### src/exu_pkg.sv
// execute unit shared definitions
package exu_pkg;

  localparam int XLEN       = 64;
  localparam int ILEN       = 32;
  localparam int PIPE_DEPTH = 3;

  // encodings shared by decode and the alu
  typedef enum logic [4:0] {
    alu_add      = 5'd0,
    alu_sub      = 5'd1,
    alu_slt      = 5'd2,
    alu_sltu     = 5'd3,
    alu_xor      = 5'd4,
    alu_and      = 5'd5,
    alu_or       = 5'd6,
    alu_sll      = 5'd7,
    alu_srl      = 5'd8,
    alu_sra      = 5'd9,
    alu_mul      = 5'd10,
    alu_div      = 5'd11,
    alu_divu     = 5'd12,
    alu_rem      = 5'd13,
    alu_remu     = 5'd14,
    alu_copy_imm = 5'd15,
    alu_csr_pass = 5'd16
  } alu_op_e;

  typedef enum logic {a_rs1 = 1'b0, a_pc = 1'b1} a_src_e;

  typedef enum logic [1:0] {b_rs2 = 2'd0, b_imm = 2'd1, b_four = 2'd2} b_src_e;

  // lt and ge take signedness from the alu op
  typedef enum logic [2:0] {
    br_none = 3'd0, br_jal = 3'd1, br_jalr = 3'd2,
    br_eq   = 3'd4, br_ne  = 3'd5, br_lt   = 3'd6, br_ge = 3'd7
  } branch_e;

  typedef enum logic [2:0] {
    mem_lb = 3'd0, mem_lbu = 3'd1, mem_lh  = 3'd2, mem_lhu = 3'd3,
    mem_lw = 3'd4, mem_lwu = 3'd5, mem_ld  = 3'd6
  } mem_op_e;

  typedef enum logic [1:0] {
    ex_normal = 2'd0, ex_ebreak = 2'd2, ex_invalid = 2'd3
  } ex_ctl_e;

  typedef enum logic [6:0] {
    op_load   = 7'b0000011, op_imm    = 7'b0010011, op_auipc = 7'b0010111,
    op_imm_32 = 7'b0011011, op_op     = 7'b0110011, op_lui   = 7'b0110111,
    op_op_32  = 7'b0111011, op_branch = 7'b1100011, op_jalr  = 7'b1100111,
    op_jal    = 7'b1101111, op_system = 7'b1110011
  } opcode_e;

endpackage

### src/exu_pipe_if.sv


interface ex_wb_if;
  import exu_pkg::*;

  logic            valid;
  logic [XLEN-1:0] alu_result;
  logic [XLEN-1:0] nextpc;
  logic [XLEN-1:0] rs2;
  logic [XLEN-1:0] rdata;
  mem_op_e         mem_op;
  logic            mem_to_reg;
  logic            sel_csr;
  ex_ctl_e         ex_ctl;

  modport src (output valid, alu_result, nextpc, rs2, rdata, mem_op, mem_to_reg, sel_csr, ex_ctl);
  modport dst (input valid, alu_result, nextpc, rs2, rdata, mem_op, mem_to_reg, sel_csr, ex_ctl);
endinterface

### src/exu_writeback.sv
// writeback stage
`timescale 1ns/100ps

module exu_writeback (
  input  logic                     i_clk,
  input  logic                     i_arst_n,
  ex_wb_if.dst                     i_ex,
  output logic                     o_valid,
  output logic [exu_pkg::XLEN-1:0] o_result,
  output logic [exu_pkg::XLEN-1:0] o_nextpc,
  output logic [exu_pkg::XLEN-1:0] o_busw,
  output logic                     o_halt,
  output logic                     o_abort
);
  import exu_pkg::*;

  logic [XLEN-1:0] load_ext;
  logic [XLEN-1:0] busw;

  always_comb begin
    case (i_ex.mem_op)
      mem_lb:  load_ext = {{(XLEN-8){i_ex.rdata[7]}}, i_ex.rdata[7:0]};
      mem_lbu: load_ext = {{(XLEN-8){1'b0}}, i_ex.rdata[7:0]};
      mem_lh:  load_ext = {{(XLEN-16){i_ex.rdata[15]}}, i_ex.rdata[15:0]};
      mem_lhu: load_ext = {{(XLEN-16){1'b0}}, i_ex.rdata[15:0]};
      mem_lw:  load_ext = {{(XLEN-32){i_ex.rdata[31]}}, i_ex.rdata[31:0]};
      mem_lwu: load_ext = {{(XLEN-32){1'b0}}, i_ex.rdata[31:0]};
      default: load_ext = i_ex.rdata;
    endcase
  end

  // csrrw writes the old csr value, carried in rs2
  assign busw = i_ex.mem_to_reg ? load_ext : (i_ex.sel_csr ? i_ex.rs2 : i_ex.alu_result);

  always_ff @(posedge i_clk or negedge i_arst_n) begin
    if (!i_arst_n) begin
      o_valid  <= 1'b0;
      o_result <= '0;
      o_nextpc <= '0;
      o_busw   <= '0;
      o_halt   <= 1'b0;
      o_abort  <= 1'b0;
    end else begin
      o_valid <= i_ex.valid;
      o_halt  <= i_ex.valid && (i_ex.ex_ctl == ex_ebreak);
      o_abort <= i_ex.valid && (i_ex.ex_ctl == ex_invalid);
      if (i_ex.valid) begin
        o_result <= i_ex.alu_result;
        o_nextpc <= i_ex.nextpc;
        o_busw   <= busw;
      end
    end
  end

endmodule

### src/flat_wrapper.sv
// flat-port wrapper written by rule: the top's interface ports become plain ports
module exu_writeback_flat import exu_pkg::*;
  (i_clk, i_arst_n, o_valid, o_result, o_nextpc, o_busw, o_halt, o_abort, i_ex_valid, i_ex_alu_result, i_ex_nextpc, i_ex_rs2, i_ex_rdata, i_ex_mem_op, i_ex_mem_to_reg, i_ex_sel_csr, i_ex_ex_ctl);
  ex_wb_if i_ex_i ();
  input  logic i_clk;
  input  logic i_arst_n;
  output logic o_valid;
  output logic [exu_pkg::XLEN-1:0] o_result;
  output logic [exu_pkg::XLEN-1:0] o_nextpc;
  output logic [exu_pkg::XLEN-1:0] o_busw;
  output logic o_halt;
  output logic o_abort;
  input wire logic [$bits(i_ex_i.valid)-1:0] i_ex_valid;
  input wire logic [$bits(i_ex_i.alu_result)-1:0] i_ex_alu_result;
  input wire logic [$bits(i_ex_i.nextpc)-1:0] i_ex_nextpc;
  input wire logic [$bits(i_ex_i.rs2)-1:0] i_ex_rs2;
  input wire logic [$bits(i_ex_i.rdata)-1:0] i_ex_rdata;
  input wire logic [$bits(i_ex_i.mem_op)-1:0] i_ex_mem_op;
  input wire logic [$bits(i_ex_i.mem_to_reg)-1:0] i_ex_mem_to_reg;
  input wire logic [$bits(i_ex_i.sel_csr)-1:0] i_ex_sel_csr;
  input wire logic [$bits(i_ex_i.ex_ctl)-1:0] i_ex_ex_ctl;
  assign i_ex_i.valid = i_ex_valid;
  assign i_ex_i.alu_result = i_ex_alu_result;
  assign i_ex_i.nextpc = i_ex_nextpc;
  assign i_ex_i.rs2 = i_ex_rs2;
  assign i_ex_i.rdata = i_ex_rdata;
  assign i_ex_i.mem_op = i_ex_mem_op;
  assign i_ex_i.mem_to_reg = i_ex_mem_to_reg;
  assign i_ex_i.sel_csr = i_ex_sel_csr;
  assign i_ex_i.ex_ctl = i_ex_ex_ctl;
  exu_writeback u_core (.i_clk(i_clk), .i_arst_n(i_arst_n), .i_ex(i_ex_i), .o_valid(o_valid), .o_result(o_result), .o_nextpc(o_nextpc), .o_busw(o_busw), .o_halt(o_halt), .o_abort(o_abort));
endmodule
### config.mk
export PLATFORM = sky130hd
export DESIGN_NAME = exu_writeback_flat
export DESIGN_NICKNAME = d
export VERILOG_FILES = /design/src/exu_pkg.sv /design/src/exu_pipe_if.sv /design/src/exu_writeback.sv /design/src/flat_wrapper.sv
export SDC_FILE = /design/constraint.sdc
export NUM_CORES = 1
export LEC_CHECK = 0
export BUFFER_PORTS_ARGS = -buffer_cell sky130_fd_sc_hd__buf_2
export CORE_AREA = 2 2 177 179
export CTS_CLUSTER_DIAMETER = 30
export DETAILED_ROUTE_END_ITERATION = 8
export DIE_AREA = 0 0 179 181
export PLACE_DENSITY = 0.61
export SETUP_SLACK_MARGIN = 0.15
export SKIP_LAST_GASP = 1
export SLEW_MARGIN = 20
export SYNTH_ARGS = -nofsm -noshare
export SYNTH_HDL_FRONTEND = slang
export SYNTH_SLANG_ARGS = --single-unit
### constraint.sdc
create_clock -name i_clk -period 1.2 [get_ports i_clk]
set_input_delay 0.12 -clock i_clk [delete_from_list [all_inputs] [get_ports i_clk]]
set_output_delay 0.12 -clock i_clk [all_outputs]
set_load 0.005 [all_outputs]
==> summary.md <==
| Metric | Value |
|---|---|
| Status | `complete, no violations` |
| IO buf count | `460` |
| List of most frequent post-synthesis cells | `dfrtp_1 (195), mux2_1 (169), nand2_1 (41)` |
| CP Max Fanout | `2` |
| Endpoints failing setup | `0` |
| Placed wire-length estimate | `23.4 mm` |
| CP arrival | `approximately 1.0 ns` |
| Reg-to-Reg End | `u_core.o_result[26]` |
| Worst skew pair latency | `0.44 ns` |
| Hold WC Path Type | `input port to flop` |
| Area fraction of the dominant cell type after synthesis | `0.564` |
| Yosys Warn Count | `0` |
| Worst setup endpoint | `o_nextpc[7]` |
| CP endpoint kind | `output port` |
| Drt first pass iters | `5` |
| Via count | `8364` |
| Largest delay share family, worst path | `flip-flops` |
| Number of buffer and inverter stages on the critical path | `1` |
| Die Area | `roughly 32000 µm²` |
| Worst Setup Start Kind | `flop` |
| DRC viols | `0` |
| Reg clk slew, reported paths | `0.07 ns` |
| Worst-Margin Slew | `about 0.42 ns` |
| Crit path largest cell delay | `approximately 0.43 ns` |
| Worst IR Drop VDD | `0.000822 V` |
| Final Hold Fails | `0` |
| GP Congestion | `0.834` |
| EDFF count, synth | `0` |
| Placed Cells incl. Taps | `1513` |
| Critical Path Start | `u_core.o_nextpc[7]` |
| Place WS | `-0.126 ns` |
| Min cycle time layout | `1.13 ns` |
| CTS Sinks | `195` |
| First-pass GRT wire length | `48.5 mm` |
| Tcrit/Tclk final | `0.943` |
| Max_slew headroom | `0.721` |
| Ys async rst share | `1.00` |
| Most common cell in the netlist | `dfrtp_1` |
| Nets | `1626` |
| Cell Chain, Critical Path | `buf_2` |
| Fmax | `0.884 GHz` |
| Hold WS | `0.0290 ns` |
| CTS Root Cell | `clkbuf_16` |
| CP Class | `flop to output port` |
| Row cnt | `64` |
| CP max stage cell | `dfrtp_1` |
| Die Ht | `181 µm` |
| MaxCap Viol Count | `0` |
| Total GRT Usage | `0.197` |
| Remaining Overflow, GRT | `0` |
| Post-synth net total | `923` |
| R2r setup slk | `between 0.15 and 0.2 ns` |
| Initial core utilization | `0.285` |
| Layout Cells excl Fill | `roughly 1800` |
| RR Startpoint | `u_core.o_result[26]` |
| Drt via density | `4.73` |
| Vias in the first global route | `8800` |
| H-tree depth | `4` |
| Slew Limit Fails | `0` |
| Path depth of the worst reg2reg path | `3` |
| Yosys reg bits | `approximately 200` |
| RSZ-0062 raised after global routing | `yes` |
| Mapped Cells | `657` |
| Antenna violations before repair | `1` |
| Area Growth Syn to Fin | `69.1%` |
| Clock buffer depth | `2` |
| PwrDens | `1190 nW/µm²` |
| Num CTS Buffers | `17` |
| Design Power | `17.4 mW` |
| CTS tree | `done` |
| Final Routed Wirelength | `33.2 mm` |
| Post-DRT Antenna Nets | `0` |
| Syn Std Cell Area | `between 8000 and 9000 µm²` |
| Clk_skew | `0 ns` |
| Syn avg cell area | `13.2 µm²` |
| Synth top area cells | `dfrtp_1 (56%), mux2_1 (22%), a31oi_1 (2.4%)` |
| Leak pwr | `6.94 nW` |
| DR iter-0 viols | `351` |
| Critical path depth | `1` |
| CP required | `1.08 ns` |
| Pin count of the biggest net entering global routing | `between 50 and 60` |
| Main flop type after synthesis | `dfrtp_1` |
| Synth area leader | `dfrtp_1` |
| Core area | `between 30000 and 40000 µm²` |
| Wire per inst | `18.8 µm` |
| Library cells used by synthesis | `28` |
| Die Span X | `179 µm` |
| Setup ws final | `0.0690 ns` |
| Sequential area share after synthesis | `0.564` |
| Layout cell share with drive strength beyond 1 | `0.452` |
| I/O Pins | `461` |
-- through the flow --
stage | utilization | TNS [ns] | cell area (µm²)
after CTS | 0.475 | 0 | 14400
after global routing | 0.482 | 0 | 14600
final | 0.482 | 0 | 14600
after global placement | 0.390 | -1.68 | 11900
after detailed placement | 0.390 | -3.36 | 11900
after floorplan | - | 0 | 8710
-- where the power goes --
group	leakage, nW	switching (mW)	internal [mW]
registers	2.29	0.384	7.28
clock network	0.288	2.64	3.20
logic	4.37	1.70	2.24
-- per-layer routing --
layer | vias up | GRT usage | part of all wire
met5 | - | 0 | 0
met4 | 0 | 0.0807 | 0.031
met3 | 51 | 0.0490 | 0.075
met2 | 384 | 0.355 | 0.51
met1 | 4086 | 0.219 | 0.39
li1 | 3843 | - | -
-- cell families after synthesis --
family / after synthesis / share of synthesized area
mux: 201 / 0.259
simple gates: 56 / 0.0324
flops: 195 / 0.564
buf+inv: 59 / 0.0331
compound gates: 146 / 0.112
-- worst min-delay path by stage --
stage,start,endpoint,cells after the start
after CTS,i_ex_rdata[16],u_core.o_busw[16],3
after global routing,i_ex_rdata[16],u_core.o_busw[16],3
after global placement,i_arst_n,u_core.o_result[52],1
after floorplan,i_arst_n,u_core.o_abort,0
final,i_ex_rdata[16],u_core.o_busw[16],3
after detailed placement,i_arst_n,u_core.o_result[52],1
-- layout make-up --
class / instances / area (µm²)
antenna: 1 / 2.50
clock buffer: 21 / 460
clock inverter: 10 / 123
fill: 2663 / 15700
inverter: 2 / 7.51
multi-input combinational: 403 / 3520
sequential: 195 / 4880
tap: 396 / 495
timing repair buffer: 741 / 5150
-- sequential cells by signal, summed over array words and instances, names as in the netlist --
signal / flops
u_core.o_halt: 1
u_core.o_nextpc: 64
u_core.o_result: 64
u_core.o_busw: 64
u_core.o_valid: 1
u_core.o_abort: 1
-- placed cells by master (no fill, tap or decap), types with 15 or more instances in the layout --
cell type	count
dlygate4sd3_1	180
buf_4	85
mux2i_1	16
nand2_1	41
dfrtp_1	195
o22ai_1	32
buf_12	16
mux2_2	15
a31oi_1	32
buf_2	447
a221oi_1	16
clkbuf_16	17
mux2_1	169
o21ai_0	22
o2bb2ai_1	16
-- worst min-delay path, delay by kind of cell --
family / cells / cell delay, ns
AO/OA/AOI/OAI: 2 / 0.24
buffers and inverters: 1 / 0.08
-- repair_timing --
action,CTS,global route
gates cloned,0,0
setup buffers,16,27
hold buffers,182,0
setup endpoints to repair,195,197
hold endpoints to repair,374,0
gates resized for setup,9,4
(Power assumes the default switching activity.)
