<file path="src/exu_pkg.sv">
// execute unit shared definitions
package exu_pkg;

  localparam int XLEN       = 64;
  localparam int ILEN       = 32;
  localparam int PIPE_DEPTH = 3;

  // encodings shared by decode and the alu
  typedef enum logic [4:0] {
    alu_add      = 5'd0,
    alu_sub      = 5'd1,
    alu_slt      = 5'd2,
    alu_sltu     = 5'd3,
    alu_xor      = 5'd4,
    alu_and      = 5'd5,
    alu_or       = 5'd6,
    alu_sll      = 5'd7,
    alu_srl      = 5'd8,
    alu_sra      = 5'd9,
    alu_mul      = 5'd10,
    alu_div      = 5'd11,
    alu_divu     = 5'd12,
    alu_rem      = 5'd13,
    alu_remu     = 5'd14,
    alu_copy_imm = 5'd15,
    alu_csr_pass = 5'd16
  } alu_op_e;

  typedef enum logic {a_rs1 = 1'b0, a_pc = 1'b1} a_src_e;

  typedef enum logic [1:0] {b_rs2 = 2'd0, b_imm = 2'd1, b_four = 2'd2} b_src_e;

  // lt and ge take signedness from the alu op
  typedef enum logic [2:0] {
    br_none = 3'd0, br_jal = 3'd1, br_jalr = 3'd2,
    br_eq   = 3'd4, br_ne  = 3'd5, br_lt   = 3'd6, br_ge = 3'd7
  } branch_e;

  typedef enum logic [2:0] {
    mem_lb = 3'd0, mem_lbu = 3'd1, mem_lh  = 3'd2, mem_lhu = 3'd3,
    mem_lw = 3'd4, mem_lwu = 3'd5, mem_ld  = 3'd6
  } mem_op_e;

  typedef enum logic [1:0] {
    ex_normal = 2'd0, ex_ebreak = 2'd2, ex_invalid = 2'd3
  } ex_ctl_e;

  typedef enum logic [6:0] {
    op_load   = 7'b0000011, op_imm    = 7'b0010011, op_auipc = 7'b0010111,
    op_imm_32 = 7'b0011011, op_op     = 7'b0110011, op_lui   = 7'b0110111,
    op_op_32  = 7'b0111011, op_branch = 7'b1100011, op_jalr  = 7'b1100111,
    op_jal    = 7'b1101111, op_system = 7'b1110011
  } opcode_e;

endpackage

</file>
<file path="src/exu_pipe_if.sv">
// execute pipeline stage links
`timescale 1ns/100ps

interface dec_ex_if;
  import exu_pkg::*;

  logic            valid;
  logic [XLEN-1:0] pc;
  logic [XLEN-1:0] rs1;
  logic [XLEN-1:0] rs2;
  logic [XLEN-1:0] imm;
  logic [XLEN-1:0] rdata;
  alu_op_e         alu_op;
  a_src_e          a_src;
  b_src_e          b_src;
  logic            word;
  branch_e         branch;
  mem_op_e         mem_op;
  logic            mem_to_reg;
  logic            sel_csr;
  ex_ctl_e         ex_ctl;

  modport src (output valid, pc, rs1, rs2, imm, rdata, alu_op, a_src, b_src, word,
               branch, mem_op, mem_to_reg, sel_csr, ex_ctl);
  modport dst (input valid, pc, rs1, rs2, imm, rdata, alu_op, a_src, b_src, word,
               branch, mem_op, mem_to_reg, sel_csr, ex_ctl);
endinterface


</file>
<file path="src/exu_decode.sv">
// instruction decode stage
`timescale 1ns/100ps

module exu_decode (
  input  logic                     i_clk,
  input  logic                     i_arst_n,
  input  logic                     i_valid,
  input  logic [exu_pkg::ILEN-1:0] i_inst,
  input  logic [exu_pkg::XLEN-1:0] i_pc,
  input  logic [exu_pkg::XLEN-1:0] i_rs1,
  input  logic [exu_pkg::XLEN-1:0] i_rs2,
  input  logic [exu_pkg::XLEN-1:0] i_rdata,
  dec_ex_if.src                    o_dec
);
  import exu_pkg::*;

  opcode_e         opcode;
  logic [2:0]      funct3;
  logic [6:0]      funct7;
  logic [XLEN-1:0] imm_i, imm_b, imm_u, imm_j, imm_d;
  alu_op_e         alu_d;
  a_src_e          a_d;
  b_src_e          b_d;
  logic            word_d;
  branch_e         br_d;
  mem_op_e         mem_d;
  logic            m2r_d;
  logic            csr_d;
  ex_ctl_e         ctl_d;

  assign opcode = opcode_e'(i_inst[6:0]);
  assign funct3 = i_inst[14:12];
  assign funct7 = i_inst[31:25];

  assign imm_i = {{(XLEN-12){i_inst[31]}}, i_inst[31:20]};
  assign imm_b = {{(XLEN-13){i_inst[31]}}, i_inst[31], i_inst[7], i_inst[30:25],
                  i_inst[11:8], 1'b0};
  assign imm_u = {{(XLEN-32){i_inst[31]}}, i_inst[31:12], 12'b0};
  assign imm_j = {{(XLEN-21){i_inst[31]}}, i_inst[31], i_inst[19:12], i_inst[20],
                  i_inst[30:21], 1'b0};

  always_comb begin
    alu_d  = alu_add;
    a_d    = a_rs1;
    b_d    = b_rs2;
    word_d = 1'b0;
    br_d   = br_none;
    mem_d  = mem_lb;
    m2r_d  = 1'b0;
    csr_d  = 1'b0;
    ctl_d  = ex_normal;
    imm_d  = imm_i;
    case (opcode)
      op_lui: begin
        alu_d = alu_copy_imm;
        b_d   = b_imm;
        imm_d = imm_u;
      end
      op_auipc: begin
        a_d   = a_pc;
        b_d   = b_imm;
        imm_d = imm_u;
      end
      // link value is pc + 4, target comes from the next-pc adder
      op_jal: begin
        a_d   = a_pc;
        b_d   = b_four;
        br_d  = br_jal;
        imm_d = imm_j;
      end
      op_jalr: begin
        a_d  = a_pc;
        b_d  = b_four;
        br_d = br_jalr;
        if (funct3 != 3'b000) ctl_d = ex_invalid;
      end
      op_branch: begin
        imm_d = imm_b;
        case (funct3)
          3'b000: begin alu_d = alu_sub;  br_d = br_eq; end
          3'b001: begin alu_d = alu_sub;  br_d = br_ne; end
          3'b100: begin alu_d = alu_slt;  br_d = br_lt; end
          3'b101: begin alu_d = alu_slt;  br_d = br_ge; end
          3'b110: begin alu_d = alu_sltu; br_d = br_lt; end
          3'b111: begin alu_d = alu_sltu; br_d = br_ge; end
          default: ctl_d = ex_invalid;
        endcase
      end
      op_load: begin
        b_d   = b_imm;
        m2r_d = 1'b1;
        case (funct3)
          3'b000: mem_d = mem_lb;
          3'b001: mem_d = mem_lh;
          3'b010: mem_d = mem_lw;
          3'b011: mem_d = mem_ld;
          3'b100: mem_d = mem_lbu;
          3'b101: mem_d = mem_lhu;
          3'b110: mem_d = mem_lwu;
          default: ctl_d = ex_invalid;
        endcase
      end
      op_imm, op_imm_32: begin
        b_d    = b_imm;
        word_d = (opcode == op_imm_32);
        case (funct3)
          3'b000: alu_d = alu_add;
          3'b010: alu_d = word_d ? alu_add : alu_slt;
          3'b011: alu_d = word_d ? alu_add : alu_sltu;
          3'b100: alu_d = word_d ? alu_add : alu_xor;
          3'b110: alu_d = word_d ? alu_add : alu_or;
          3'b111: alu_d = word_d ? alu_add : alu_and;
          3'b001: alu_d = alu_sll;
          default: alu_d = i_inst[30] ? alu_sra : alu_srl;
        endcase
        // rv64 shamt is 6 bits wide, word shifts only 5
        if (word_d && (funct3 inside {3'b010, 3'b011, 3'b100, 3'b110, 3'b111}))
          ctl_d = ex_invalid;
        if (funct3 == 3'b001 && (i_inst[31:26] != 6'b0 || (word_d && i_inst[25])))
          ctl_d = ex_invalid;
        if (funct3 == 3'b101 && ({i_inst[31], i_inst[29:26]} != 5'b0 || (word_d && i_inst[25])))
          ctl_d = ex_invalid;
      end
      op_op, op_op_32: begin
        word_d = (opcode == op_op_32);
        case ({funct7, funct3})
          {7'b0000000, 3'b000}: alu_d = alu_add;
          {7'b0100000, 3'b000}: alu_d = alu_sub;
          {7'b0000000, 3'b001}: alu_d = alu_sll;
          {7'b0000000, 3'b101}: alu_d = alu_srl;
          {7'b0100000, 3'b101}: alu_d = alu_sra;
          {7'b0000001, 3'b000}: alu_d = alu_mul;
          {7'b0000001, 3'b100}: alu_d = alu_div;
          {7'b0000001, 3'b101}: alu_d = alu_divu;
          {7'b0000001, 3'b110}: alu_d = alu_rem;
          {7'b0000001, 3'b111}: alu_d = alu_remu;
          {7'b0000000, 3'b010}: alu_d = alu_slt;
          {7'b0000000, 3'b011}: alu_d = alu_sltu;
          {7'b0000000, 3'b100}: alu_d = alu_xor;
          {7'b0000000, 3'b110}: alu_d = alu_or;
          {7'b0000000, 3'b111}: alu_d = alu_and;
          default: ctl_d = ex_invalid;
        endcase
        // no word form of compare or logic ops
        if (word_d && (alu_d inside {alu_slt, alu_sltu, alu_xor, alu_or, alu_and}))
          ctl_d = ex_invalid;
      end
      op_system: begin
        if (funct3 == 3'b001) begin
          alu_d = alu_csr_pass;
          csr_d = 1'b1;
        end else if (i_inst == 32'h0010_0073) begin
          ctl_d = ex_ebreak;
        end else begin
          ctl_d = ex_invalid;
        end
      end
      default: ctl_d = ex_invalid;
    endcase
    if (ctl_d == ex_invalid) begin
      alu_d  = alu_add;
      word_d = 1'b0;
      br_d   = br_none;
      m2r_d  = 1'b0;
      csr_d  = 1'b0;
    end
  end

  always_ff @(posedge i_clk or negedge i_arst_n) begin
    if (!i_arst_n) begin
      o_dec.valid      <= 1'b0;
      o_dec.pc         <= '0;
      o_dec.rs1        <= '0;
      o_dec.rs2        <= '0;
      o_dec.imm        <= '0;
      o_dec.rdata      <= '0;
      o_dec.alu_op     <= alu_add;
      o_dec.a_src      <= a_rs1;
      o_dec.b_src      <= b_rs2;
      o_dec.word       <= 1'b0;
      o_dec.branch     <= br_none;
      o_dec.mem_op     <= mem_lb;
      o_dec.mem_to_reg <= 1'b0;
      o_dec.sel_csr    <= 1'b0;
      o_dec.ex_ctl     <= ex_normal;
    end else begin
      o_dec.valid <= i_valid;
      if (i_valid) begin
        o_dec.pc         <= i_pc;
        o_dec.rs1        <= i_rs1;
        o_dec.rs2        <= i_rs2;
        o_dec.imm        <= imm_d;
        o_dec.rdata      <= i_rdata;
        o_dec.alu_op     <= alu_d;
        o_dec.a_src      <= a_d;
        o_dec.b_src      <= b_d;
        o_dec.word       <= word_d;
        o_dec.branch     <= br_d;
        o_dec.mem_op     <= mem_d;
        o_dec.mem_to_reg <= m2r_d;
        o_dec.sel_csr    <= csr_d;
        o_dec.ex_ctl     <= ctl_d;
      end
    end
  end

endmodule

</file>
<file path="src/flat_wrapper.sv">
// flat-port wrapper written by rule: the top's interface ports become plain ports
module exu_decode_flat import exu_pkg::*;
  (i_clk, i_arst_n, i_valid, i_inst, i_pc, i_rs1, i_rs2, i_rdata, o_dec_valid, o_dec_pc, o_dec_rs1, o_dec_rs2, o_dec_imm, o_dec_rdata, o_dec_alu_op, o_dec_a_src, o_dec_b_src, o_dec_word, o_dec_branch, o_dec_mem_op, o_dec_mem_to_reg, o_dec_sel_csr, o_dec_ex_ctl);
  dec_ex_if o_dec_i ();
  input  logic i_clk;
  input  logic i_arst_n;
  input  logic i_valid;
  input  logic [exu_pkg::ILEN-1:0] i_inst;
  input  logic [exu_pkg::XLEN-1:0] i_pc;
  input  logic [exu_pkg::XLEN-1:0] i_rs1;
  input  logic [exu_pkg::XLEN-1:0] i_rs2;
  input  logic [exu_pkg::XLEN-1:0] i_rdata;
  output wire logic [$bits(o_dec_i.valid)-1:0] o_dec_valid;
  output wire logic [$bits(o_dec_i.pc)-1:0] o_dec_pc;
  output wire logic [$bits(o_dec_i.rs1)-1:0] o_dec_rs1;
  output wire logic [$bits(o_dec_i.rs2)-1:0] o_dec_rs2;
  output wire logic [$bits(o_dec_i.imm)-1:0] o_dec_imm;
  output wire logic [$bits(o_dec_i.rdata)-1:0] o_dec_rdata;
  output wire logic [$bits(o_dec_i.alu_op)-1:0] o_dec_alu_op;
  output wire logic [$bits(o_dec_i.a_src)-1:0] o_dec_a_src;
  output wire logic [$bits(o_dec_i.b_src)-1:0] o_dec_b_src;
  output wire logic [$bits(o_dec_i.word)-1:0] o_dec_word;
  output wire logic [$bits(o_dec_i.branch)-1:0] o_dec_branch;
  output wire logic [$bits(o_dec_i.mem_op)-1:0] o_dec_mem_op;
  output wire logic [$bits(o_dec_i.mem_to_reg)-1:0] o_dec_mem_to_reg;
  output wire logic [$bits(o_dec_i.sel_csr)-1:0] o_dec_sel_csr;
  output wire logic [$bits(o_dec_i.ex_ctl)-1:0] o_dec_ex_ctl;
  assign o_dec_valid = o_dec_i.valid;
  assign o_dec_pc = o_dec_i.pc;
  assign o_dec_rs1 = o_dec_i.rs1;
  assign o_dec_rs2 = o_dec_i.rs2;
  assign o_dec_imm = o_dec_i.imm;
  assign o_dec_rdata = o_dec_i.rdata;
  assign o_dec_alu_op = o_dec_i.alu_op;
  assign o_dec_a_src = o_dec_i.a_src;
  assign o_dec_b_src = o_dec_i.b_src;
  assign o_dec_word = o_dec_i.word;
  assign o_dec_branch = o_dec_i.branch;
  assign o_dec_mem_op = o_dec_i.mem_op;
  assign o_dec_mem_to_reg = o_dec_i.mem_to_reg;
  assign o_dec_sel_csr = o_dec_i.sel_csr;
  assign o_dec_ex_ctl = o_dec_i.ex_ctl;
  exu_decode u_core (.i_clk(i_clk), .i_arst_n(i_arst_n), .i_valid(i_valid), .i_inst(i_inst), .i_pc(i_pc), .i_rs1(i_rs1), .i_rs2(i_rs2), .i_rdata(i_rdata), .o_dec(o_dec_i));
endmodule
</file>
<file path="config.mk">
export PLATFORM = sky130hd
export DESIGN_NAME = exu_decode_flat
export DESIGN_NICKNAME = d
export VERILOG_FILES = /design/src/exu_pkg.sv /design/src/exu_pipe_if.sv /design/src/exu_decode.sv /design/src/flat_wrapper.sv
export SDC_FILE = /design/constraint.sdc
export NUM_CORES = 1
export LEC_CHECK = 0
export ABC_AREA = 0
export CAP_MARGIN = 20
export CORE_AREA = 5 5 241 243
export CTS_BUF_LIST = sky130_fd_sc_hd__clkbuf_4
export CTS_CLUSTER_DIAMETER = 60
export DETAILED_ROUTE_END_ITERATION = 6
export DIE_AREA = 0 0 246 248
export DONT_BUFFER_PORTS = 1
export SLEW_MARGIN = 20
export SYNTH_ARGS = -nofsm -noshare
export SYNTH_HDL_FRONTEND = slang
export SYNTH_SLANG_ARGS = --single-unit
export TNS_END_PERCENT = 30
</file>
<file path="constraint.sdc">
create_clock -name i_clk -period 1.76 [get_ports i_clk]
set_input_delay 0.352 -clock i_clk [delete_from_list [all_inputs] [get_ports i_clk]]
set_output_delay 0.352 -clock i_clk [all_outputs]
set_load 0.01 [all_outputs]
</file>
==> impl_metrics.py, run 1 <==
metrics = {
    "status": {
        "outcome": "did not finish",
        "haltStage": "4_1_cts",
        "error_line": "[ERROR RSZ-0060] Max buffer count reached.",
    },
    "clock_tree": {
        "cts_setup_buffers": 0,
        "cts_buffer_depth": 3,
        "cts_hold_buffers": 355,
        "cts_root_buffer": "clkbuf_4",
        "cts.repair.resized": 9,
        "cts-htree-levels": 3,
        "cts_buffers": 82,
        "cts.sinks": 308,
    },
    "placed_design": {
        "place_congestion": 0.8369,
        "hpwlAfterDp_um": 27770,
        "dp_cells": 1628,
        "io_buffers": 0,
    },
    "floorplanning": {
        "die_y_um": 248,
        "initial_core_util_pct": 22.62,
        "ioPinCount": 631,
        "die_w_um": 246,
        "rows": 87,
    },
    "logic_synthesis": {
        "synth-seq-cells": 308,
        "netlist_instances": 930,
        "ys.flop_type": "dfrtp_1",
        "synth_common_cells": "dfrtp_1, mux2_2, clkbuf_1",
        "yosys_warnings": 0,
        "synth_most_common_cell": "dfrtp_1",
        "synth_cell_type_count": 52,
        "synth_edf_count": 0,
        "synthTopCellsByArea": "dfrtp_1, mux2_2, buf_4",
        "synth_nets": 1225,
        "ys_seq_area_share_pct": 61.14,
        "yosysTopAreaCell": "dfrtp_1",
        "synth_area_per_cell_sq_um": 13.55,
        "async_flop_share_pct": 100.0,
        "synth_top_area_share_pct": 61.14,
        "netlist_area_sq_um": 12610,
    },
}
==> logic make-up after synthesis <==
family	synth area share, %
DFF	61.14
muxes	23.23
and+or+nand+nor	4.894
buffers and inverters	4.427
AOI/OAI and AO/OA	5.846
adders and majority gates	0.3970
xor gates and xnor gates	0.06949
==> metrics by stage <==
step                      utilization [%]  hold WS [ns]  setup WS [ns]  cell area (sq um)
after detailed placement            23.97       0.06468        -0.3112              13360
after global placement              23.97       0.06501        -0.3113              13360
after floorplan                         -       0.05641        -0.2113              12620
==> run 2, diff against run 1 <==
--- a/config.mk
+++ b/config.mk
@@ -7,12 +7,11 @@
 export LEC_CHECK = 0
 export ABC_AREA = 0
 export CAP_MARGIN = 20
-export CORE_AREA = 5 5 241 243
-export CTS_BUF_LIST = sky130_fd_sc_hd__clkbuf_4
-export CTS_CLUSTER_DIAMETER = 60
+export CORE_AREA = 5 5 245 247
 export DETAILED_ROUTE_END_ITERATION = 6
-export DIE_AREA = 0 0 246 248
+export DIE_AREA = 0 0 250 252
 export DONT_BUFFER_PORTS = 1
+export PLACE_DENSITY_LB_ADDON = 0.15
 export SLEW_MARGIN = 20
 export SYNTH_ARGS = -nofsm -noshare
 export SYNTH_HDL_FRONTEND = slang
==> run 2 against run 1 <==
Net effect: the flow now finishes, with violations (negative hold slack); synthesized cell count did not move; synthesized area did not move.
==> impl_metrics.py, run 2 <==
metrics = {
    "status": {
        "outcome": "finished, violations left",
        "violations": "negative hold slack",
    },
    "setup_path": {
        "path_class": "in -> reg",
        "cp_num_buf_inv": 4,
        "path_cells": "and3_1 -> buf_4 -> and3_1 -> nor2_1 -> buf_4 -> a21oi_1 -> buf_4 -> a21oi_1 -> dlygate4sd3_1",
        "cp_common_cell": "buf_4",
        "crit_arrival_ns": 2.15,
        "max_stage_delay_ns": 0.56,
        "end_kind": "flop",
        "cp.required_ns": 2.17,
        "cp_top_family": "buffers and inverters",
        "crit_path_start_kind": "primary input",
        "cp_max_fo": 6,
        "crit_slowest_cell": "dlygate4sd3_1",
    },
    "final_layout": {
        "mostFrequentLayoutCells": "dfrtp_1, dlygate4sd3_1, mux2_2",
        "drive_gt1_share_pct": 29.87,
        "fillCellCount": 5768,
        "nets": 1503,
        "final_area_sq_um": 17610,
        "final_common_cell": "dfrtp_1",
        "syn_to_final_growth_pct": 39.70,
    },
    "placed_design": {
        "place_area_sq_um": 13400,
        "place_congestion": 0.8022,
        "io_buffers": 0,
        "place_ws_ns": -0.3493,
        "hpwlAfterDp_um": 29880,
    },
    "logic_synthesis": {
        "synth_area_per_cell_sq_um": 13.55,
        "synth_most_common_cell": "dfrtp_1",
        "synth_cell_type_count": 52,
        "synthTopCellsByArea": "dfrtp_1, mux2_2, buf_4",
        "netlist_area_sq_um": 12610,
        "synth_nets": 1225,
        "ys.flop_type": "dfrtp_1",
        "synth_top_area_share_pct": 61.14,
        "ys_seq_area_share_pct": 61.14,
        "yosysTopAreaCell": "dfrtp_1",
        "synth-seq-cells": 308,
        "async_flop_share_pct": 100.0,
        "synth_edf_count": 0,
        "netlist_instances": 930,
        "yosys_warnings": 0,
        "synth_common_cells": "dfrtp_1, mux2_2, clkbuf_1",
    },
    "sta": {
        "setup_viol": 0,
        "holdWs_ns": -0.4951,
        "max_clock_freq_mhz": 573.2,
        "slew_viol_final": 0,
        "fin_skew_ns": 0,
        "tightest_slew_ns": 1.420,
        "final.min_clock_period_ns": 1.744,
        "fin_crit_sh_pct": 99.12,
        "hold_viol": 308,
        "setup_ws_ns": 0.01551,
        "slew_headroom_pct": 5.334,
        "final.setup.tns_ns": 0,
    },
    "route": {
        "drt_iter0_markers": 365,
        "drc": 0,
        "ant_nets": 0,
        "routed_wl_um": 43300,
        "wire_per_inst_um": 21.65,
        "dr_total_vias": 8485,
        "dr.pass1.iters": 4,
        "routed_via_density": 4.243,
    },
    "power": {
        "total_leakage_power_nw": 7.199,
        "powerDensity_nw_per_um2": 1040,
        "power_mw": 18.31,
        "vdd_ir_drop_max_mv": 0.7366,
    },
    "job": {
        "maxCapViolCount": 0,
    },
    "global_routing": {
        "grt_pass1_wl_um": 63250,
        "overflow": 0,
        "grt_max_degree": 309,
        "busiest_layer": "met2",
        "use_met2_pct": 22.78,
        "met3_usage_pct": 5.453,
        "grt_pass1_vias": 9507,
        "grt_usage_pct": 12.83,
        "met1_usage_pct": 13.84,
        "grt_antenna_before_repair": 2,
    },
    "floorplanning": {
        "die_w_um": 250,
        "rows": 88,
        "initial_core_util_pct": 21.97,
        "die_y_um": 252,
        "die-area_sq_um": 63000,
        "coreArea_sq_um": 57370,
        "ioPinCount": 631,
    },
    "clock_tree": {
        "cts_buffer_depth": 3,
        "cts_hold_buffers": 290,
        "cts.clk_slew.worst_paths_ns": 0.06,
        "cts_root_buffer": "clkbuf_16",
        "cts.sinks": 308,
        "cts-htree-levels": 2,
        "clk_latency_ns": 0.53,
        "cts_tree": "built",
        "cts_buffers": 38,
    },
    "hold_path": {
        "hold_path.class": "in -> async",
    },
}
==> run 2: cell counts after synthesis <==
No cell type changed its count.
==> run 2: layout make-up <==
| type | instances | area, sq um | area share [%] |
|---|---|---|---|
| inverters | 26 | 97.59 | 0.5542 |
| clock inverters | 9 | 128.9 | 0.7318 |
| diodes | 3 | 7.507 | 0.04263 |
| flip-flops and latches | 308 | 7711 | 43.79 |
| clock buffers | 55 | 1139 | 6.465 |
| multi-input cells | 506 | 4344 | 24.67 |
| well taps | 765 | 957.2 | 5.435 |
| repair buffers | 328 | 3226 | 18.32 |
==> run 2: kinds of logic (layout without fill, tap and decap cells) <==
kind of cell             Yosys count  count (layout)  synth area share, %
other                              0               3                    0
AND/OR/NAND/NOR                  126             126                4.894
multiplexers                     260             260                23.23
AO/OA/AOI/OAI                    115             115                5.846
buffers and inverters            116             418                4.427
adder cells (fa/ha/maj)            4               4               0.3970
XOR/XNOR                           1               1              0.06949
flip-flops                       308             308                61.14
==> run 2: report_power, final <==
part | switching (mW) | leakage [nW] | total, mW | internal [mW]
Combinational | 0.509 | 2.96 | 1.63 | 1.12
Clock | 3.06 | 0.616 | 7.97 | 4.91
Sequential | 0.953 | 3.62 | 8.71 | 7.76
Total | 4.52 | 7.20 | 18.3 | 13.8
==> run 2: final timing paths <==
kind,cells past startpoint,to,slack (ns),start
setup reg to reg,3,u_core.o_dec.imm[26],0.49,u_core.o_dec.imm[26]
hold reg to reg,1,u_core.o_dec.rdata[59],0.58,u_core.o_dec.rdata[59]
min in group i_clk,2,u_core.o_dec.b_src[0],0.02,i_valid
hold / removal,0,u_core.o_dec.rs1[24],-0.50,i_arst_n
max in group asynchronous,0,u_core.o_dec.imm[27],1.80,i_arst_n
setup / recovery,9,u_core.o_dec.imm[29],0.02,i_inst[4]
==> run 2: metal layers <==
layer,wire (um),vias up
met2,22300,415
met5,0,-
met1,15430,4209
met3,4339,64
met4,1236,0
li1,-,3797
==> run 2: through the flow <==
stage | cells | util [%]
after global routing | 1999 | 30.69
after CTS | 1997 | 30.67
after floorplan | 930 | -
after detailed placement | 1643 | 23.37
after global placement | 1643 | 23.37
final | 2000 | 30.70
==> run 2: what timing repair did <==
item	CTS	global route
gates resized for setup	0	2
endpoints found under the hold margin	615	308
setup buffers	0	0
endpoints found under the setup margin	0	34
Note: power is estimated with default switching activity, not from simulation.
==> run 3, diff against run 2 <==
--- a/config.mk
+++ b/config.mk
@@ -5,11 +5,11 @@
 export SDC_FILE = /design/constraint.sdc
 export NUM_CORES = 1
 export LEC_CHECK = 0
-export ABC_AREA = 0
+export ABC_AREA = 1
 export CAP_MARGIN = 20
-export CORE_AREA = 5 5 245 247
+export CORE_AREA = 5 5 241 243
 export DETAILED_ROUTE_END_ITERATION = 6
-export DIE_AREA = 0 0 250 252
+export DIE_AREA = 0 0 246 248
 export DONT_BUFFER_PORTS = 1
 export PLACE_DENSITY_LB_ADDON = 0.15
 export SLEW_MARGIN = 20
==> run 3 against run 2 <==
Net effect: the run still ends with negative hold slack left; critical path depth decreased by 8; critical path type is now reg -> out; synthesized area up 2.6%; highest routed layer unchanged; sequential share of layout area fell by 4.0 points.
==> impl_metrics.py, run 3 <==
metrics = {
    "logic_synthesis": {
        "ys_seq_area_share_pct": 59.58,
        "synth_edf_count": 0,
        "netlist_instances": 1556,
        "async_flop_share_pct": 100.0,
        "yosysTopAreaCell": "dfrtp_1",
        "yosys_warnings": 0,
        "ys.flop_type": "dfrtp_1",
        "synth_area_per_cell_sq_um": 8.314,
        "netlist_area_sq_um": 12940,
        "synth_common_cells": "nand2_1, dfrtp_1, clkbuf_1",
        "synth_top_area_share_pct": 59.58,
        "synth_nets": 1851,
        "synthTopCellsByArea": "dfrtp_1, nand2_1, buf_4",
        "synth_cell_type_count": 36,
        "synth_most_common_cell": "nand2_1",
        "synth-seq-cells": 308,
    },
    "clock_tree": {
        "cts.sinks": 308,
        "clk_latency_ns": 0.54,
        "cts_buffer_depth": 3,
        "cts_tree": "built",
        "cts_root_buffer": "clkbuf_16",
        "cts.clk_slew.worst_paths_ns": 0.06,
        "cts-htree-levels": 2,
        "cts_buffers": 38,
        "cts_setup_buffers": 0,
    },
    "placed_design": {
        "place_congestion": 0.8071,
        "hpwlAfterDp_um": 33800,
        "io_buffers": 0,
        "dp_cells": 2239,
    },
    "sta": {
        "fin_skew_ns": 0,
        "final.min_clock_period_ns": 1.674,
        "rsz0062_at_grt": "false",
        "hold_viol": 308,
        "max_clock_freq_mhz": 597.5,
        "setup_viol": 0,
        "tightest_slew_ns": 0.7628,
        "fin_crit_sh_pct": 95.10,
        "slew_headroom_pct": 49.15,
        "slew_viol_final": 0,
        "holdWs_ns": -0.5017,
    },
    "global_routing": {
        "grt_antenna_before_repair": 3,
        "grt_pass1_vias": 12400,
        "met3_usage_pct": 5.589,
        "grt_usage_pct": 15.77,
        "grt_max_degree": 309,
        "use_met2_pct": 26.94,
        "grt_pass1_wl_um": 75350,
        "met1_usage_pct": 18.46,
        "busiest_layer": "met2",
        "overflow": 0,
    },
    "final_layout": {
        "ff_latch_area_sq_um": 7711,
        "nets": 2260,
        "syn_to_final_growth_pct": 49.68,
        "mostFrequentLayoutCells": "nand2_1, dlygate4sd3_1, dfrtp_1",
        "drive_gt1_share_pct": 6.770,
        "fillCellCount": 5710,
        "final_common_cell": "nand2_1",
        "final_cells": 2752,
        "multi_input_area_sq_um": 4492,
    },
    "setup_path": {
        "path_cells": "buf_16",
        "cp.required_ns": 1.41,
        "path_class": "reg -> out",
        "end_kind": "output pin",
        "cp_num_buf_inv": 1,
        "crit_slowest_cell": "dfrtp_4",
        "crit_arrival_ns": 1.32,
        "max_stage_delay_ns": 0.43,
        "cp_max_fo": 33,
        "crit_path_start_kind": "flop",
        "cp_top_family": "flip-flops",
    },
    "floorplanning": {
        "die-area_sq_um": 61010,
        "ioPinCount": 631,
        "die_w_um": 246,
        "rows": 87,
        "coreArea_sq_um": 55730,
        "die_y_um": 248,
        "initial_core_util_pct": 23.21,
    },
    "power": {
        "powerDensity_nw_per_um2": 949.7,
        "total_leakage_power_nw": 9.322,
        "vdd_ir_drop_max_mv": 0.6415,
        "power_mw": 18.39,
    },
    "route": {
        "ant_nets": 0,
        "wire_per_inst_um": 18.50,
        "drc": 0,
        "dr_total_vias": 11900,
        "dr.pass1.iters": 5,
        "routed_wl_um": 50920,
        "routed_via_density": 4.326,
        "drt_iter0_markers": 584,
    },
    "job": {
        "maxCapViolCount": 0,
    },
    "status": {
        "outcome": "finished, violations left",
        "violations": "negative hold slack",
    },
    "hold_path": {
        "hold_path.class": "in -> async",
    },
}
-- run 3: cell types whose count changed after synthesis, sizes merged, moves of 14 or more --
cell | previous run | this run
o211ai | 2 | 19
inv | 26 | 52
a21oi | 46 | 9
mux2 | 260 | 0
o21ai | 18 | 32
nor2 | 47 | 63
nand2 | 18 | 898
-- run 3: final timing paths --
path | start | to | slack (ns) | cells past startpoint
worst max-delay path | u_core.o_dec.imm[31] | o_dec_imm[34] | 0.09 | 1
worst min-delay path | i_arst_n | u_core.o_dec.pc[9] | -0.50 | 0
worst max register to register | u_core.o_dec.imm[4] | u_core.o_dec.imm[4] | 0.40 | 3
worst min register to register | u_core.o_dec.rs2[55] | u_core.o_dec.rs2[55] | 0.54 | 2
max in group asynchronous | i_arst_n | u_core.o_dec.imm[31] | 1.55 | 0
min in group i_clk | i_valid | u_core.o_dec.imm[29] | 0.05 | 3
-- run 3: kinds of logic (layout without fill, tap and decap cells) --
family,Yosys count,in the layout,synth area share [%]
flip-flops,308,308,59.58
other,0,2,0
adder cells (fa/ha/maj),4,4,0.3869
buffers and inverters,158,596,5.716
AO/OA/AOI/OAI,75,75,3.772
AND/OR/NAND/NOR,1011,1011,30.54
-- run 3: cell type report --
class	instances	area share (%)
sequential	308	39.83
timing repair buffer	473	24.40
multi-input combinational	1090	23.20
clock buffer	59	5.945
tap	756	4.885
inverter	54	1.086
clock inverter	10	0.6333
antenna	2	0.02585
-- run 3: repair_timing --
action,4_1_cts,5_1_grt
endpoints found under the setup margin,0,34
hold buffers,441,1
endpoints found under the hold margin,596,311
resized for setup,0,2
-- run 3: through the flow --
stage               setup WS [ns]  util, %  cell area, sq um  TNS [ns]  hold WS [ns]
floorplan                  0.1192        -             12940         0       0.05641
global placement         0.009205    24.47             13640         0       0.06659
detailed placement       -0.03385    24.47             13640   -0.1772       0.06415
CTS                       0.03612    34.70             19340         0       -0.5468
global route             0.006820    34.74             19360         0       -0.5426
finish                    0.08628    34.74             19360         0       -0.5017
-- run 3: routing by layer --
metal,part of all wire [%],vias up
met1,37,5726
met5,0,-
met4,3.5,0
li1,-,5589
met3,9.0,101
met2,50,488
-- run 3: power breakdown --
group / internal, mW / total [mW] / switching (mW)
registers: 7.69 / 8.58 / 0.891
clock network: 4.82 / 7.95 / 3.14
logic: 1.02 / 1.86 / 0.833
total: 13.5 / 18.4 / 4.86
==> run 4, diff against run 3 <==
--- a/config.mk
+++ b/config.mk
@@ -11,7 +11,9 @@
 export DETAILED_ROUTE_END_ITERATION = 6
 export DIE_AREA = 0 0 246 248
 export DONT_BUFFER_PORTS = 1
+export GPL_TIMING_DRIVEN = 0
 export PLACE_DENSITY_LB_ADDON = 0.15
+export REMOVE_ABC_BUFFERS = 1
 export SLEW_MARGIN = 20
 export SYNTH_ARGS = -nofsm -noshare
 export SYNTH_HDL_FRONTEND = slang
==> run 4 against run 3 <==
Net effect: the run still ends with negative hold slack left; non-clock buffer count down 66; sequential power is essentially flat; worst hold slack better by 0.011 ns; final area decreased by 3.1%; power fell by 1.4%; clock power shrank 2.8%; wire length rose by 4.0%; clock skew unchanged; critical path depth unchanged; count of clock-buffer cells in the layout stayed put; setup slack got worse by 0.0023 ns; sequential cell count stayed put; highest routed layer is now met5; critical path type unchanged; largest power group unchanged.
==> impl_metrics.py, run 4 (same netlist as run 3, synthesis figures left out) <==
metrics = {
    "final_layout": {
        "final_area_sq_um": 18770,
        "final_common_cell": "nand2_1",
        "drive_gt1_share_pct": 5.665,
        "syn_to_final_growth_pct": 45.09,
        "nets": 2193,
        "mostFrequentLayoutCells": "nand2_1, dlygate4sd3_1, dfrtp_1",
        "post-route-util_pct": 33.68,
    },
    "job": {
        "maxCapViolCount": 0,
    },
    "route": {
        "drc": 0,
        "drt_iter0_markers": 759,
        "ant_nets": 0,
        "routed_wl_um": 52930,
        "dr_total_vias": 11700,
        "wire_per_inst_um": 19.72,
        "routed_via_density": 4.359,
        "dr.pass1.iters": 5,
    },
    "setup_path": {
        "r2r_end": "u_core.o_dec.imm[31]",
        "path_class": "reg -> out",
        "cp_num_buf_inv": 1,
        "critPathCapture": "o_dec_imm[62]",
        "reg2reg_depth": 4,
        "cp_top_family": "flip-flops",
        "crit_slowest_cell": "dfrtp_4",
        "timing.rr.start": "u_core.o_dec.imm[31]",
        "crit_cells": 1,
        "cp_max_fo": 34,
        "rrSetupSlack_ns": 0.62,
        "crit_start": "u_core.o_dec.imm[31]",
        "crit_path_start_kind": "flop",
        "crit_arrival_ns": 1.32,
        "cp.required_ns": 1.41,
        "max_stage_delay_ns": 0.43,
        "path_cells": "buf_16",
        "end_kind": "output pin",
    },
    "clock_tree": {
        "clk_latency_ns": 0.53,
        "cts_buffers": 37,
        "cts_tree": "built",
        "cts_buffer_depth": 3,
        "cts_root_buffer": "clkbuf_16",
        "cts.sinks": 308,
        "cts.clk_slew.worst_paths_ns": 0.06,
        "cts_hold_buffers": 401,
        "cts-htree-levels": 2,
    },
    "sta": {
        "fin_crit_sh_pct": 95.23,
        "tightest_slew_ns": 1.048,
        "setup_ws_ns": 0.08397,
        "final.min_clock_period_ns": 1.676,
        "max_clock_freq_mhz": 596.6,
        "slew_headroom_pct": 29.90,
        "setup_viol": 0,
        "hold_viol": 308,
        "rsz0062_at_grt": "false",
        "slew_viol_final": 0,
        "holdWs_ns": -0.4909,
        "fin_skew_ns": 0,
    },
    "floorplanning": {
        "rows": 87,
        "die_w_um": 246,
        "ioPinCount": 631,
        "initial_core_util_pct": 23.21,
        "coreArea_sq_um": 55730,
        "die-area_sq_um": 61010,
        "die_y_um": 248,
    },
    "global_routing": {
        "grt_usage_pct": 16.33,
        "grt_max_degree": 309,
        "overflow": 0,
        "grt_pass1_vias": 12040,
        "grt_antenna_before_repair": 8,
        "grt_pass1_wl_um": 76620,
    },
    "power": {
        "p_sw_share_pct": 26.72,
        "power_mw": 18.14,
        "intPower_mw": 13.29,
        "combPwrFrac_pct": 10.2,
        "powerDensity_nw_per_um2": 966.3,
        "seqPwrFrac_pct": 47.2,
        "total_leakage_power_nw": 9.093,
        "p_sw_mw": 4.846,
        "pwr-share-clk_pct": 42.6,
        "vdd_ir_drop_max_mv": 0.5724,
    },
    "placed_design": {
        "place_area_sq_um": 13440,
        "io_buffers": 0,
        "hpwlAfterDp_um": 32030,
        "place_ws_ns": -0.9113,
        "place_congestion": 0.8165,
    },
    "status": {
        "violations": "negative hold slack",
        "outcome": "finished, violations left",
    },
    "hold_path": {
        "hold_path.class": "in -> async",
    },
}
-- run 4: worst min-delay path by stage --
stage | cells past startpoint | to | slack, ns | start
2_1_floorplan | 0 | u_core.o_dec.a_src | 0.06 | i_arst_n
3_3_place_gp | 0 | u_core.o_dec.rs2[51] | 0.06 | i_arst_n
3_5_place_dp | 0 | u_core.o_dec.rs2[51] | 0.07 | i_arst_n
4_1_cts | 0 | u_core.o_dec.rs2[51] | -0.53 | i_arst_n
5_1_grt | 0 | u_core.o_dec.rs2[51] | -0.53 | i_arst_n
6_report | 0 | u_core.o_dec.rs2[51] | -0.49 | i_arst_n
-- run 4: cell type report --
| cell class | count | area, sq um |
|---|---|---|
| Antenna cell | 4 | 10.01 |
| Fill cell | 5790 | 36960 |
| Multi-Input combinational cell | 1090 | 4502 |
| Timing Repair Buffer | 407 | 4163 |
| Inverter | 54 | 211.5 |
| Sequential cell | 308 | 7711 |
| Tap cell | 756 | 945.9 |
| Clock inverter | 6 | 65.06 |
| Clock buffer | 59 | 1161 |
-- run 4: power groups by stage --
stage / clock network (mW) / logic, mW / registers (mW)
finish: 7.73 / 1.84 / 8.57
global route: 8.38 / 2.07 / 8.62
CTS: 8.07 / 1.85 / 8.58
detailed placement: 0 / 0.970 / 8.70
global placement: 0 / 0.912 / 8.76
floorplan: 0 / 0.731 / 8.46
-- run 4: repair_timing --
item / 4_1_cts / 5_1_grt
gates resized for setup: 2 / 1
buffers inserted: 0 / 2
cloned: 0 / 0
endpoints found under the hold margin: 595 / 308
endpoints found under the setup margin: 22 / 8
-- run 4: layer usage --
metal / track usage (%) / part of all wire [%] / vias up
met5: 0 / 0.013 / -
met4: 5.021 / 3.0 / 2
met3: 6.117 / 9.8 / 99
met2: 28.28 / 49 / 473
met1: 18.87 / 38 / 5672
li1: - / - / 5454
-- run 4: per-stage QoR --
step / std cells / TNS (ns)
after floorplan: 1452 / -336.45
after global placement: 2208 / -896.62
after detailed placement: 2212 / -41.36
after CTS: 2678 / 0
after global routing: 2681 / 0
final: 2684 / 0
